`config.mk`:
```
export PLATFORM = sky130hd
export DESIGN_NAME = decodeStage
export DESIGN_NICKNAME = d
export VERILOG_FILES = /design/src/source/decodePkg.sv /design/src/source/isaPkg.sv /design/src/source/decodeAlu.sv /design/src/source/decodeFlow.sv /design/src/source/decodeMem.sv /design/src/source/decodeOperands.sv /design/src/source/decodeStage.sv
export SDC_FILE = /design/constraint.sdc
export NUM_CORES = 1
export LEC_CHECK = 0
export ABC_AREA = 1
export BUFFER_PORTS_ARGS = -buffer_cell sky130_fd_sc_hd__buf_2
export CAP_MARGIN = 25
export CELL_PAD_IN_SITES_DETAIL_PLACEMENT = 0
export CELL_PAD_IN_SITES_GLOBAL_PLACEMENT = 1
export CORE_MARGIN = 8
export CORE_UTILIZATION = 41
export CTS_CLUSTER_DIAMETER = 40
export DETAILED_ROUTE_END_ITERATION = 12
export PLACE_DENSITY = 0.87
export SETUP_SLACK_MARGIN = 0.05
export SYNTH_ARGS = -nofsm -noshare
export SYNTH_HDL_FRONTEND = slang
export SYNTH_SLANG_ARGS = --single-unit
```
`constraint.sdc`:
```
create_clock -name clk -period 20.3 [get_ports clk]
set_clock_uncertainty 0.05 [all_clocks]
set_input_delay 2.03 -clock clk [delete_from_list [all_inputs] [get_ports clk]]
set_output_delay 2.03 -clock clk [all_outputs]
set_load 0.005 [all_outputs]
```
`src/source/decodePkg.sv`:
```
/*
 * Decoded bundle types: register index, memory access size
 * and branch condition
 */
`default_nettype none

package decodePkg;

	// Register index, register 0 always reads as zero
	typedef logic [5:0] regIdx_t;

	// Access size of a load or store
	typedef enum logic [1:0] {
		// One byte
		SIZE_BYTE  = 2'd0,
		// Two bytes
		SIZE_WYDE  = 2'd1,
		// Four bytes
		SIZE_TETRA = 2'd2,
		// Eight bytes
		SIZE_OCTA  = 2'd3
	} memSize_t;

	// Condition the back end evaluates on rs1 and rs2 before taking a branch
	typedef enum logic [2:0] {
		COND_EQ     = 3'd0,
		COND_NE     = 3'd1,
		COND_LT     = 3'd2,
		COND_GE     = 3'd3,
		COND_LTU    = 3'd4,
		COND_GEU    = 3'd5,
		// Jumps are taken without a compare
		COND_ALWAYS = 3'd7
	} branchCond_t;

endpackage

`default_nettype wire

```
`src/source/isaPkg.sv`:
```
/*
 * Instruction set definitions: word geometry, field positions,
 * the primary opcode enum and the R2 function code enum
 */
`default_nettype none

package isaPkg;

	// ======================================================================
	// Word geometry and field positions
	// ======================================================================

	// Every instruction is a single fixed-size word
	localparam int instrWidth = 32;

	// Primary opcode sits in the low seven bits
	localparam int opLo = 0;
	localparam int opHi = 6;

	// Register fields, six bits each for a 64-entry register file
	localparam int rdLo  = 7;
	localparam int rdHi  = 12;
	localparam int rs1Lo = 13;
	localparam int rs1Hi = 18;
	localparam int rs2Lo = 19;
	localparam int rs2Hi = 24;

	// Function code of R2 words, which also forms the top of a branch displacement
	localparam int funcLo = 25;
	localparam int funcHi = 31;

	// The immediate overlaps rs2 and the function field
	localparam int immLo    = 19;
	localparam int immHi    = 31;
	localparam int immWidth = 13;

	// Branch displacement is func joined with rd, counted in words
	localparam int dispWidth = 13;

	// ======================================================================
	// Opcodes
	// ======================================================================

	typedef enum logic [6:0] {
		OP_SYS   = 7'd0,
		OP_R2    = 7'd2,
		OP_ADDI  = 7'd4,
		OP_SUBFI = 7'd5,
		OP_CMPI  = 7'd6,
		OP_MULI  = 7'd7,
		OP_DIVI  = 7'd8,
		OP_ANDI  = 7'd9,
		OP_ORI   = 7'd10,
		OP_EORI  = 7'd11,
		OP_SLTI  = 7'd12,
		OP_SHIFT = 7'd13,
		OP_CSR   = 7'd14,
		OP_MOV   = 7'd15,
		OP_NOP   = 7'd31,
		OP_JAL   = 7'd40,
		OP_JALR  = 7'd41,
		OP_BEQ   = 7'd42,
		OP_BNE   = 7'd43,
		OP_BLT   = 7'd44,
		OP_BGE   = 7'd45,
		OP_BLTU  = 7'd46,
		OP_BGEU  = 7'd47,
		OP_LDB   = 7'd64,
		OP_LDBU  = 7'd65,
		OP_LDW   = 7'd66,
		OP_LDWU  = 7'd67,
		OP_LDT   = 7'd68,
		OP_LDTU  = 7'd69,
		OP_LDO   = 7'd70,
		OP_LDA   = 7'd71,
		OP_STB   = 7'd72,
		OP_STW   = 7'd73,
		OP_STT   = 7'd74,
		OP_STO   = 7'd75
	} opcode_t;

	// Function codes of the R2 register-register format
	typedef enum logic [6:0] {
		FN_CMP  = 7'd3,
		FN_ADD  = 7'd4,
		FN_SUB  = 7'd5,
		FN_MUL  = 7'd6,
		FN_AND  = 7'd8,
		FN_OR   = 7'd9,
		FN_EOR  = 7'd10,
		FN_ANDC = 7'd11,
		FN_NAND = 7'd12,
		FN_NOR  = 7'd13,
		FN_MULU = 7'd14,
		FN_ENOR = 7'd15,
		FN_DIV  = 7'd16,
		FN_DIVU = 7'd17,
		FN_ORC  = 7'd18,
		FN_SEQ  = 7'd24,
		FN_SNE  = 7'd25,
		FN_SLT  = 7'd26,
		FN_SLE  = 7'd27,
		FN_SLTU = 7'd28,
		FN_SLEU = 7'd29
	} func_t;

endpackage

`default_nettype wire

```
`src/source/decodeAlu.sv`:
```
/*
 * ALU classifier: flags opcodes and R2 functions that use the integer ALU,
 * including address generation for loads and stores
 */
`timescale 1ns/1ps
`default_nettype none

module decodeAlu (
	input  wire logic [isaPkg::instrWidth-1:0] instr,
	output logic                               alu
);

	import isaPkg::*;

	// Opcode and function fields viewed through their enums
	opcode_t op;
	func_t   fn;

	assign op = opcode_t'(instr[opHi:opLo]);
	assign fn = func_t'(instr[funcHi:funcLo]);

	always_comb
	begin
		case (op)
			// R2 words are ALU work only when the function code is known
			OP_R2:
			begin
				case (fn)
					FN_ADD, FN_SUB, FN_CMP:
						alu = 1'b1;
					FN_MUL, FN_MULU, FN_DIV, FN_DIVU:
						alu = 1'b1;
					FN_AND, FN_OR, FN_EOR, FN_ANDC:
						alu = 1'b1;
					FN_NAND, FN_NOR, FN_ENOR, FN_ORC:
						alu = 1'b1;
					FN_SEQ, FN_SNE, FN_SLT, FN_SLE, FN_SLTU, FN_SLEU:
						alu = 1'b1;
					// Unlisted function, which the stage reports as illegal
					default:
						alu = 1'b0;
				endcase
			end

			// Immediate forms of the arithmetic and logic operations
			OP_ADDI, OP_SUBFI, OP_CMPI, OP_MULI, OP_DIVI:
				alu = 1'b1;
			OP_ANDI, OP_ORI, OP_EORI, OP_SLTI, OP_SHIFT:
				alu = 1'b1;

			// CSR moves and register moves pass through the ALU
			OP_CSR, OP_MOV:
				alu = 1'b1;

			// NOP occupies an ALU slot that does nothing
			OP_NOP:
				alu = 1'b1;

			// Loads and stores need the ALU to form rs1 plus immediate
			OP_LDB, OP_LDBU, OP_LDW, OP_LDWU, OP_LDT, OP_LDTU, OP_LDO, OP_LDA:
				alu = 1'b1;
			OP_STB, OP_STW, OP_STT, OP_STO:
				alu = 1'b1;

			// System call, flow opcodes and unknown encodings
			default:
				alu = 1'b0;
		endcase
	end

endmodule

`default_nettype wire

```
`src/source/decodeFlow.sv`:
```
/*
 * Flow classifier: branches, jumps and the system call, with the
 * branch condition and the pc-relative target
 */
`timescale 1ns/1ps
`default_nettype none

module decodeFlow #(
	parameter int xlen = 64
) (
	input  wire logic [isaPkg::instrWidth-1:0] instr,
	input  wire logic [xlen-1:0]               pc,
	output logic                               flow,
	output logic                               sys,
	output decodePkg::branchCond_t             cond,
	output logic [xlen-1:0]                    target
);

	import isaPkg::*;
	import decodePkg::*;

	opcode_t              op;
	logic [dispWidth-1:0] disp;
	logic [xlen-1:0]      dispExt;
	// Set when the target is known from pc alone
	logic                 pcRel;

	assign op = opcode_t'(instr[opHi:opLo]);

	// Branch words have no rd, so its bits extend the displacement below func
	assign disp = {instr[funcHi:funcLo], instr[rdHi:rdLo]};

	// Sign-extend and scale by four, since instructions are word aligned
	assign dispExt = {{(xlen - dispWidth - 2){disp[dispWidth-1]}}, disp, 2'b00};

	assign sys = (op == OP_SYS);

	always_comb
	begin
		flow  = 1'b1;
		pcRel = 1'b1;
		case (op)
			OP_BEQ:  cond = COND_EQ;
			OP_BNE:  cond = COND_NE;
			OP_BLT:  cond = COND_LT;
			OP_BGE:  cond = COND_GE;
			OP_BLTU: cond = COND_LTU;
			OP_BGEU: cond = COND_GEU;
			OP_JAL:  cond = COND_ALWAYS;
			// Register-indirect jump, the back end adds rs1 and the immediate
			OP_JALR:
			begin
				cond  = COND_ALWAYS;
				pcRel = 1'b0;
			end
			// Not a flow word, the condition is a don't-care left at EQ
			default:
			begin
				flow  = 1'b0;
				pcRel = 1'b0;
				cond  = COND_EQ;
			end
		endcase
	end

	// Target is zero whenever it cannot be formed from the pc
	assign target = pcRel ? (pc + dispExt) : '0;

endmodule

`default_nettype wire

```
`src/source/decodeMem.sv`:
```
/*
 * Memory classifier: recognises loads and stores, and gives
 * access size and signedness of the access
 */
`timescale 1ns/1ps
`default_nettype none

module decodeMem (
	input  wire logic [isaPkg::instrWidth-1:0] instr,
	output logic                               mem,
	output logic                               load,
	output logic                               memUnsigned,
	output decodePkg::memSize_t                memSize
);

	import isaPkg::*;
	import decodePkg::*;

	opcode_t op;

	assign op = opcode_t'(instr[opHi:opLo]);

	always_comb
	begin
		// Non-memory words leave every flag clear and a byte size
		mem         = 1'b0;
		load        = 1'b0;
		memUnsigned = 1'b0;
		memSize     = SIZE_BYTE;

		case (op)
			// Loads, signed forms first and U forms zero-extend
			OP_LDB, OP_LDBU:
			begin
				mem         = 1'b1;
				load        = 1'b1;
				memUnsigned = (op == OP_LDBU);
				memSize     = SIZE_BYTE;
			end
			OP_LDW, OP_LDWU:
			begin
				mem         = 1'b1;
				load        = 1'b1;
				memUnsigned = (op == OP_LDWU);
				memSize     = SIZE_WYDE;
			end
			OP_LDT, OP_LDTU:
			begin
				mem         = 1'b1;
				load        = 1'b1;
				memUnsigned = (op == OP_LDTU);
				memSize     = SIZE_TETRA;
			end
			// An address load fetches a full octa and is treated as unsigned
			OP_LDO, OP_LDA:
			begin
				mem         = 1'b1;
				load        = 1'b1;
				memUnsigned = (op == OP_LDA);
				memSize     = SIZE_OCTA;
			end

			// Stores carry no signedness
			OP_STB:
			begin
				mem     = 1'b1;
				memSize = SIZE_BYTE;
			end
			OP_STW:
			begin
				mem     = 1'b1;
				memSize = SIZE_WYDE;
			end
			OP_STT:
			begin
				mem     = 1'b1;
				memSize = SIZE_TETRA;
			end
			OP_STO:
			begin
				mem     = 1'b1;
				memSize = SIZE_OCTA;
			end

			default:
			begin
			end
		endcase
	end

endmodule

`default_nettype wire

```
`src/source/decodeOperands.sv`:
```
/*
 * Operand extractor: register indices, register write and immediate use,
 * and the sign-extended immediate
 */
`timescale 1ns/1ps
`default_nettype none

module decodeOperands #(
	parameter int xlen = 64
) (
	input  wire logic [isaPkg::instrWidth-1:0] instr,
	output decodePkg::regIdx_t                 rd,
	output decodePkg::regIdx_t                 rs1,
	output decodePkg::regIdx_t                 rs2,
	output logic                               writesRd,
	output logic                               usesImm,
	output logic [xlen-1:0]                    imm
);

	import isaPkg::*;

	opcode_t op;
	// Result class before the rd of zero check
	logic    hasResult;

	assign op = opcode_t'(instr[opHi:opLo]);

	// Register fields go out unmasked, even for formats that reuse them
	assign rd  = instr[rdHi:rdLo];
	assign rs1 = instr[rs1Hi:rs1Lo];
	assign rs2 = instr[rs2Hi:rs2Lo];

	always_comb
	begin
		hasResult = 1'b0;
		usesImm   = 1'b0;
		case (op)
			OP_R2, OP_CSR, OP_MOV:
				hasResult = 1'b1;
			// Shift amount comes from the immediate like the other I forms
			OP_ADDI, OP_SUBFI, OP_CMPI, OP_MULI, OP_DIVI,
			OP_ANDI, OP_ORI, OP_EORI, OP_SLTI, OP_SHIFT:
			begin
				hasResult = 1'b1;
				usesImm   = 1'b1;
			end
			OP_LDB, OP_LDBU, OP_LDW, OP_LDWU, OP_LDT, OP_LDTU, OP_LDO, OP_LDA:
			begin
				hasResult = 1'b1;
				usesImm   = 1'b1;
			end
			// Stores only add the immediate to the base address
			OP_STB, OP_STW, OP_STT, OP_STO:
				usesImm = 1'b1;
			// Jumps write the link address
			OP_JAL:
				hasResult = 1'b1;
			OP_JALR:
			begin
				hasResult = 1'b1;
				usesImm   = 1'b1;
			end
			default:
			begin
			end
		endcase
	end

	// Writes to register 0 are discarded here so the back end never sees them
	assign writesRd = hasResult && (rd != '0);

	// Sign-extended immediate, forced to zero for formats without one
	assign imm = usesImm ? {{(xlen - immWidth){instr[immHi]}}, instr[immHi:immLo]} : '0;

endmodule

`default_nettype wire

```
`src/source/decodeStage.sv`:
```
/*
 * Decode stage top: the four combinational decoders, illegal detection
 * and the one-entry valid/ready output register
 */
`timescale 1ns/1ps
`default_nettype none

module decodeStage #(
	parameter int xlen = 64
) (
	input  wire logic                               clk,
	input  wire logic                               arstN,
	// Instruction input handshake
	input  wire logic                               inValid,
	output logic                                    inReady,
	input  wire logic [isaPkg::instrWidth-1:0]      inInstr,
	input  wire logic [xlen-1:0]                    inPc,
	// Decoded bundle output handshake
	input  wire logic                               outReady,
	output logic                                    outValid,
	output logic                                    outAlu,
	output logic                                    outMem,
	output logic                                    outLoad,
	output decodePkg::memSize_t                     outMemSize,
	output logic                                    outMemUnsigned,
	output logic                                    outFlow,
	output decodePkg::branchCond_t                  outBranchCond,
	output logic                                    outSys,
	output logic                                    outIllegal,
	output logic                                    outWritesRd,
	output decodePkg::regIdx_t                      outRd,
	output decodePkg::regIdx_t                      outRs1,
	output decodePkg::regIdx_t                      outRs2,
	output logic                                    outUsesImm,
	output logic [xlen-1:0]                         outImm,
	output logic [xlen-1:0]                         outTarget,
	output logic [xlen-1:0]                         outPc
);

	import decodePkg::*;

	// Combinational decode results for the word on the input
	logic        aluHit;
	logic        memHit;
	logic        loadHit;
	memSize_t    memSize;
	logic        memUnsigned;
	logic        flowHit;
	logic        sysHit;
	branchCond_t cond;
	logic        illegal;
	logic        writesRd;
	regIdx_t     rd;
	regIdx_t     rs1;
	regIdx_t     rs2;
	logic        usesImm;
	logic [xlen-1:0] imm;
	logic [xlen-1:0] target;
	// Input word taken this cycle
	logic        accept;

	// ======================================================================
	// Decoders
	// ======================================================================

	decodeAlu u_alu (
		.instr (inInstr),
		.alu   (aluHit)
	);

	decodeMem u_mem (
		.instr       (inInstr),
		.mem         (memHit),
		.load        (loadHit),
		.memUnsigned (memUnsigned),
		.memSize     (memSize)
	);

	decodeFlow #(.xlen(xlen)) u_flow (
		.instr  (inInstr),
		.pc     (inPc),
		.flow   (flowHit),
		.sys    (sysHit),
		.cond   (cond),
		.target (target)
	);

	decodeOperands #(.xlen(xlen)) u_operands (
		.instr    (inInstr),
		.rd       (rd),
		.rs1      (rs1),
		.rs2      (rs2),
		.writesRd (writesRd),
		.usesImm  (usesImm),
		.imm      (imm)
	);

	// Memory words are a subset of ALU work, so three classes cover every legal word
	assign illegal = !(aluHit || flowHit || sysHit);

	// ======================================================================
	// Output register
	// ======================================================================

	// The register can take a new word when it is empty or being drained this cycle
	assign inReady = !outValid || outReady;
	assign accept  = inValid && inReady;

	always_ff @(posedge clk or negedge arstN)
	begin
		if (!arstN)
			outValid <= 1'b0;
		else if (accept)
			outValid <= 1'b1;
		else if (outReady)
			outValid <= 1'b0;
	end

	// Bundle only loads on acceptance, so it holds steady through a stall
	always_ff @(posedge clk)
	begin
		if (accept)
		begin
			outAlu         <= aluHit;
			outMem         <= memHit;
			outLoad        <= loadHit;
			outMemSize     <= memSize;
			outMemUnsigned <= memUnsigned;
			outFlow        <= flowHit;
			outBranchCond  <= cond;
			outSys         <= sysHit;
			outIllegal     <= illegal;
			outWritesRd    <= writesRd;
			outRd          <= rd;
			outRs1         <= rs1;
			outRs2         <= rs2;
			outUsesImm     <= usesImm;
			outImm         <= imm;
			outTarget      <= target;
			outPc          <= inPc;
		end
	end

endmodule

`default_nettype wire

```
==> results.cfg, run 1 <==
[worst_setup_path]
worst_setup_path_end_kind = output port
r2r_cells = 2
startpoint_type = primary input
critPathTopFamily = buffers and inverters
ff2ff_setup_slack_ns = 17.92
crit_top_cell = buf_2
crit_fanout = 2
slowest_stage = buf_2
critPathKind = in -> out
worst_path_largest_cell_delay_ns = 0.14
setup.worst_path.start = outReady
reg2reg_from = outValid$_DFFE_PN0P_
crit_arrival_ns = 2.44
cp_cell_sequence = buf_2 -> inv_1 -> nand2_1 -> buf_2
critPathBufInv = 3
cp.required_ns = 18.22
crit_cells = 4

[sta]
slew_headroom_pct = 31.11
fin_crit_ns = 4.524
layout_setup_ws_ns = 15.78
clock.fmax_mhz = 221.0
worst_pin_slew_ns = 1.033
setup_viol = 0
rsz0062_at_grt = false
finalMaxSlewViolations = 0
tns_ns = 0
period_share_pct = 22.29
hold_violations = 0

[layout]
final_common_cell = nand2_1
nFillCells = 2850
antenna_cells = 0
post-route-util_pct = 49.78
drive_gt1_share_pct = 21.25
nets = 2060
area_delta_synth_final_pct = 19.85
final_cell_mix = 544 x nand2_1, 325 x buf_2, 324 x inv_1

[worst_hold_path]
worst_hold_path.num_cells = 2
holdCritPathClass = reg -> reg
hp-start = outValid$_DFFE_PN0P_

[synth]
async_flop_share_pct = 0.5747
ys_ff_latch = 174
yosysUniqueCellTypes = 37
synth_cells = 1607
syn_nets = 1769
avgSynthCellArea_sq_um = 7.399
yosysWarnings = 0
synth-edff-count = 173
ys_seq_area_share_pct = 43.90
netlist_area_sq_um = 11890
synth-main-ff-cell = edfxtp_1

[global_route]
antenna_found_initial = 1
grt_max_degree = 85
grtUsageTotal_pct = 22.06
grt_pass1_vias = 10412
grt_pass1_wl_mm = 58.01
grt_overflow = 0

[cts]
numCtsBuffers = 17
clock_path_buffers = 2
cts_tree = done
ctsResizeCount = 0
cts_setup_buffers = 0
htreeDepth = 4
clk_pin_slew_worst_paths_ns = 0.07
clock_latency_ns = 0.44
cts_root_buf = clkbuf_16
cts_num_sinks = 174
ctsHoldBuffers = 0

[pwr]
p_leak_nw = 7.679
finalPower_w = 0.0009789
pwr_density_cell_nw_per_um2 = 68.70
ir_drop_v = 0.00003460

[run_status]
status = completed

[die]
io_pins = 326
die_y_um = 186.3
dieArea_sq_um = 34710
initial_core_util_pct = 41.54
core_area_sq_um = 28630
die_w_um = 186.3
core.rowCount = 62

[routing]
drt_iter0_markers = 761
finalWirelength_mm = 38.97
ant_nets = 0
drc = 0
wl_per_cell_um = 16.98
vias = 10977
vias_per_cell = 4.783
drtPass1Iterations = 5

[placement]
place_congestion = 0.9585
hpwlAfterDp_mm = 32.44
port_buffers = 325
post-place-ws_ns = 15.61

[run]
cap_violations = 0
==> final cells by class <==
class                   instances  area, sq um  area share [%]
flip-flops and latches        174         5220           36.63
inverters                     337         1265           8.877
repair buffers                330         1684           11.82
clock buffers                  17        425.4           2.985
multi-input cells            1038         4984           34.97
well taps                     384        480.5           3.372
clock inverters                15        191.4           1.343
==> cells by family after synthesis <==
group | count (synthesis) | synth area share (%)
XOR/XNOR | 4 | 0.2947
AND/OR/NAND/NOR | 825 | 28.33
flip-flops | 174 | 43.90
buffers and inverters | 395 | 14.28
adder cells (fa/ha/maj) | 62 | 6.587
AO/OA/AOI/OAI | 147 | 6.609
==> registers in the layout (all words and copies together), names as in the netlist, 2 cells and up <==
register,count
outBranchCond,3
outMemSize,2
outPc,64
outRd,6
outRs2,6
outImm,13
outRs1,6
outTarget,64
==> Yosys cell counts (2+ instances only) <==
cell type / count / share of area (%)
nor3_1: 12 / 0.51
nand3_2: 7 / 0.59
nand3_1: 58 / 2.4
o21ai_0: 33 / 1.4
nand4_1: 14 / 0.74
nor2_2: 12 / 0.63
ha_1: 61 / 6.4
clkinv_1: 3 / 0.095
buf_6: 2 / 0.19
nand2_2: 11 / 0.58
and3_1: 2 / 0.11
edfxtp_1: 173 / 44
nor2_1: 152 / 4.8
inv_1: 324 / 10
nand2_1: 544 / 17
nor4_1: 6 / 0.32
buf_4: 52 / 3.3
and2_1: 4 / 0.21
buf_2: 3 / 0.13
o21bai_1: 8 / 0.51
a21oi_1: 99 / 4.2
xor2_1: 3 / 0.22
inv_2: 10 / 0.32
==> routing by layer <==
layer | wire length [um] | track usage (%) | up-vias
met5 | 13 | 0 | -
li1 | - | - | 5579
met2 | 18280 | 37.46 | 400
met4 | 584 | 5.653 | 2
met1 | 16860 | 28.71 | 4963
met3 | 3233 | 3.924 | 33
==> tightest hold or removal path, stage by stage, from the launching register on <==
cell and delay (ns):
dfrtp_1 0.41, nand2_1 0.10, nand2_1 0.06
==> per-stage QoR <==
step	hold WS (ns)	cells	instance area, sq um
floorplan	0.4778	1607	11890
global placement	0.5496	2262	13610
detailed placement	0.5490	2262	13610
CTS	0.5680	2294	14220
global route	0.6132	2295	14250
finish	0.5498	2295	14250
==> path summary, 6_finish.rpt <==
kind                                                   end
max in group asynchronous             outValid$_DFFE_PN0P_
worst max register to register  outTarget[5]$_SDFFCE_PN0P_
worst min-delay path                  outValid$_DFFE_PN0P_
min in group asynchronous             outValid$_DFFE_PN0P_
worst min register to register        outValid$_DFFE_PN0P_
worst max-delay path                               inReady
==> power by group <==
group	internal, W	total (W)	switching [W]
combinational	0.0000716	0.000220	0.000148
clock	0.000169	0.000337	0.000169
sequential	0.000417	0.000422	0.00000472
Note: power is estimated with default switching activity, not from simulation.
==> inputs of run 2 (changes only) <==
--- a/config.mk
+++ b/config.mk
@@ -11,10 +11,10 @@
 export CELL_PAD_IN_SITES_DETAIL_PLACEMENT = 0
 export CELL_PAD_IN_SITES_GLOBAL_PLACEMENT = 1
 export CORE_MARGIN = 8
-export CORE_UTILIZATION = 41
+export CORE_UTILIZATION = 34
 export CTS_CLUSTER_DIAMETER = 40
 export DETAILED_ROUTE_END_ITERATION = 12
-export PLACE_DENSITY = 0.87
+export PLACE_DENSITY = 0.77
 export SETUP_SLACK_MARGIN = 0.05
 export SYNTH_ARGS = -nofsm -noshare
 export SYNTH_HDL_FRONTEND = slang
==> constraint.sdc (replaced) <==
create_clock -name clk -period 4.05 [get_ports clk]
set_clock_uncertainty 0.05 [all_clocks]
set_input_delay 0.405 -clock clk [delete_from_list [all_inputs] [get_ports clk]]
set_output_delay 0.405 -clock clk [all_outputs]
set_load 0.005 [all_outputs]
==> run 2 against run 1 <==
Clock-buffer cell count unchanged. Final area increased by 0.98%. Critical path type is now in -> reg. Core utilization decreased by 8.0 points. Highest routed layer unchanged.
==> results.cfg, run 2 (synthesis gave the netlist of run 1 again) <==
[layout]
area_delta_synth_final_pct = 21.03
final_common_cell = nand2_1
top_regs = outPc (64), outTarget (64), outImm (13)
multi_input_area_sq_um = 4984
nFillCells = 3604
post-route-util_pct = 41.76
nets = 2064
seq_area_sq_um = 5220
final_cell_mix = 544 x nand2_1, 325 x buf_2, 324 x inv_1
drive_gt1_share_pct = 21.31

[routing]
drt_iter0_markers = 682
drtPass1Iterations = 5
vias = 10967
ant_nets = 0
drc = 0
finalWirelength_mm = 41.42
vias_per_cell = 4.625
wl_per_cell_um = 17.47

[placement]
place_congestion = 0.9227
port_buffers = 325
hpwlAfterDp_mm = 34.93

[pwr]
pwr_density_cell_nw_per_um2 = 341.5
p_leak_nw = 7.705
ir_drop_v = 0.0003861

[cts]
ctsResizeCount = 0
cts_tree = done
clock_path_buffers = 2
cts_root_buf = clkbuf_16
clk_pin_slew_worst_paths_ns = 0.08
htreeDepth = 4
cts_num_sinks = 174
clock_latency_ns = 0.45
numCtsBuffers = 17

[global_route]
grtUsageTotal_pct = 19.80
grt_pass1_vias = 10741
grt_overflow = 0
grt_pass1_wl_mm = 62.37
antenna_found_initial = 2
grt_max_degree = 109

[die]
core_area_sq_um = 34460
core.rowCount = 68
die_w_um = 203.0
io_pins = 326
initial_core_util_pct = 34.51
dieArea_sq_um = 41210
die_y_um = 203.0

[sta]
rsz0062_at_grt = false
clock.fmax_mhz = 392.4
period_share_pct = 62.92
whs_ns = 0.06938
worst_pin_slew_ns = 0.8047
tns_ns = 0
hold_violations = 0
setup_viol = 0
fin_crit_ns = 2.548
finalMaxSlewViolations = 0
slew_headroom_pct = 46.28

[worst_setup_path]
crit_fanout = 42
worst_setup_path_end_kind = flop
crit_arrival_ns = 2.71
startpoint_type = primary input
critPathKind = in -> reg
cp.required_ns = 4.21

[run_status]
status = completed

[worst_hold_path]
holdCritPathClass = in -> reg

[run]
cap_violations = 0
## run 2: critical path, stage by stage
cell and delay, ns:
buf_2 0.16, buf_12 0.19, buf_4 0.19, ha_1 0.33, nand2_1 0.11, nor2_1 0.20, inv_2 0.07, nor3_2 0.22
nand2_1 0.13, nor2_1 0.10, nand2_1 0.09, nand3_1 0.16, nand2_1 0.14, inv_1 0.10, nor2_1 0.06
## run 2: where the power goes
part	switching [W]	internal, W
Sequential	0.0000242	0.00209
Combinational	0.000748	0.000366
Clock	0.000809	0.000879
## run 2: path summary, 6_finish.rpt
check	slack, ns	startpoint	endpoint	depth (start not counted)
setup / recovery	1.50	inInstr[31]	outTarget[48]$_SDFFCE_PN0P_	15
hold / removal	0.07	inInstr[16]	outRs1[3]$_DFFE_PP_	1
setup reg to reg	2.39	outValid$_DFFE_PN0P_	outTarget[1]$_SDFFCE_PN0P_	2
hold reg to reg	0.54	outValid$_DFFE_PN0P_	outValid$_DFFE_PN0P_	2
max in group asynchronous	3.67	arstN	outValid$_DFFE_PN0P_	2
min in group asynchronous	0.20	arstN	outValid$_DFFE_PN0P_	2
## run 2: per-stage QoR
step / instance area (sq um) / total power (W) / std cells / setup WS, ns
5_1_grt: 14390 / 0.005169 / 2371 / 1.313
3_5_place_dp: 13730 / 0.003265 / 2335 / 0.6410
2_1_floorplan: 11900 / 0.002846 / 1607 / 0.1872
6_report: 14390 / 0.004915 / 2371 / 1.502
3_3_place_gp: 13730 / 0.003260 / 2335 / 0.5937
4_1_cts: 14340 / 0.004965 / 2368 / 1.125
## run 2: timing repair
action,4_1_cts,5_1_grt
hold buffers,1,0
buffers inserted,0,0
endpoints found under the hold margin,1,0
## run 2: final cells by class
class	instances	share of cell area [%]
Sequential cell	174	36.28
Inverter	337	8.790
Clock inverter	15	1.183
Tap cell	455	3.956
Clock buffer	17	2.956
Timing Repair Buffer	334	12.19
Antenna cell	1	0.01739
Multi-Input combinational cell	1038	34.63
## run 2: routing by layer
| metal | track usage, % | up-vias | part of all wire, % |
|---|---|---|---|
| met5 | 0 | - | 0.031 |
| met4 | 5.828 | 2 | 1.9 |
| met3 | 4.511 | 37 | 7.1 |
| met2 | 33.49 | 382 | 47 |
| met1 | 24.90 | 4966 | 44 |
| li1 | - | 5580 | - |
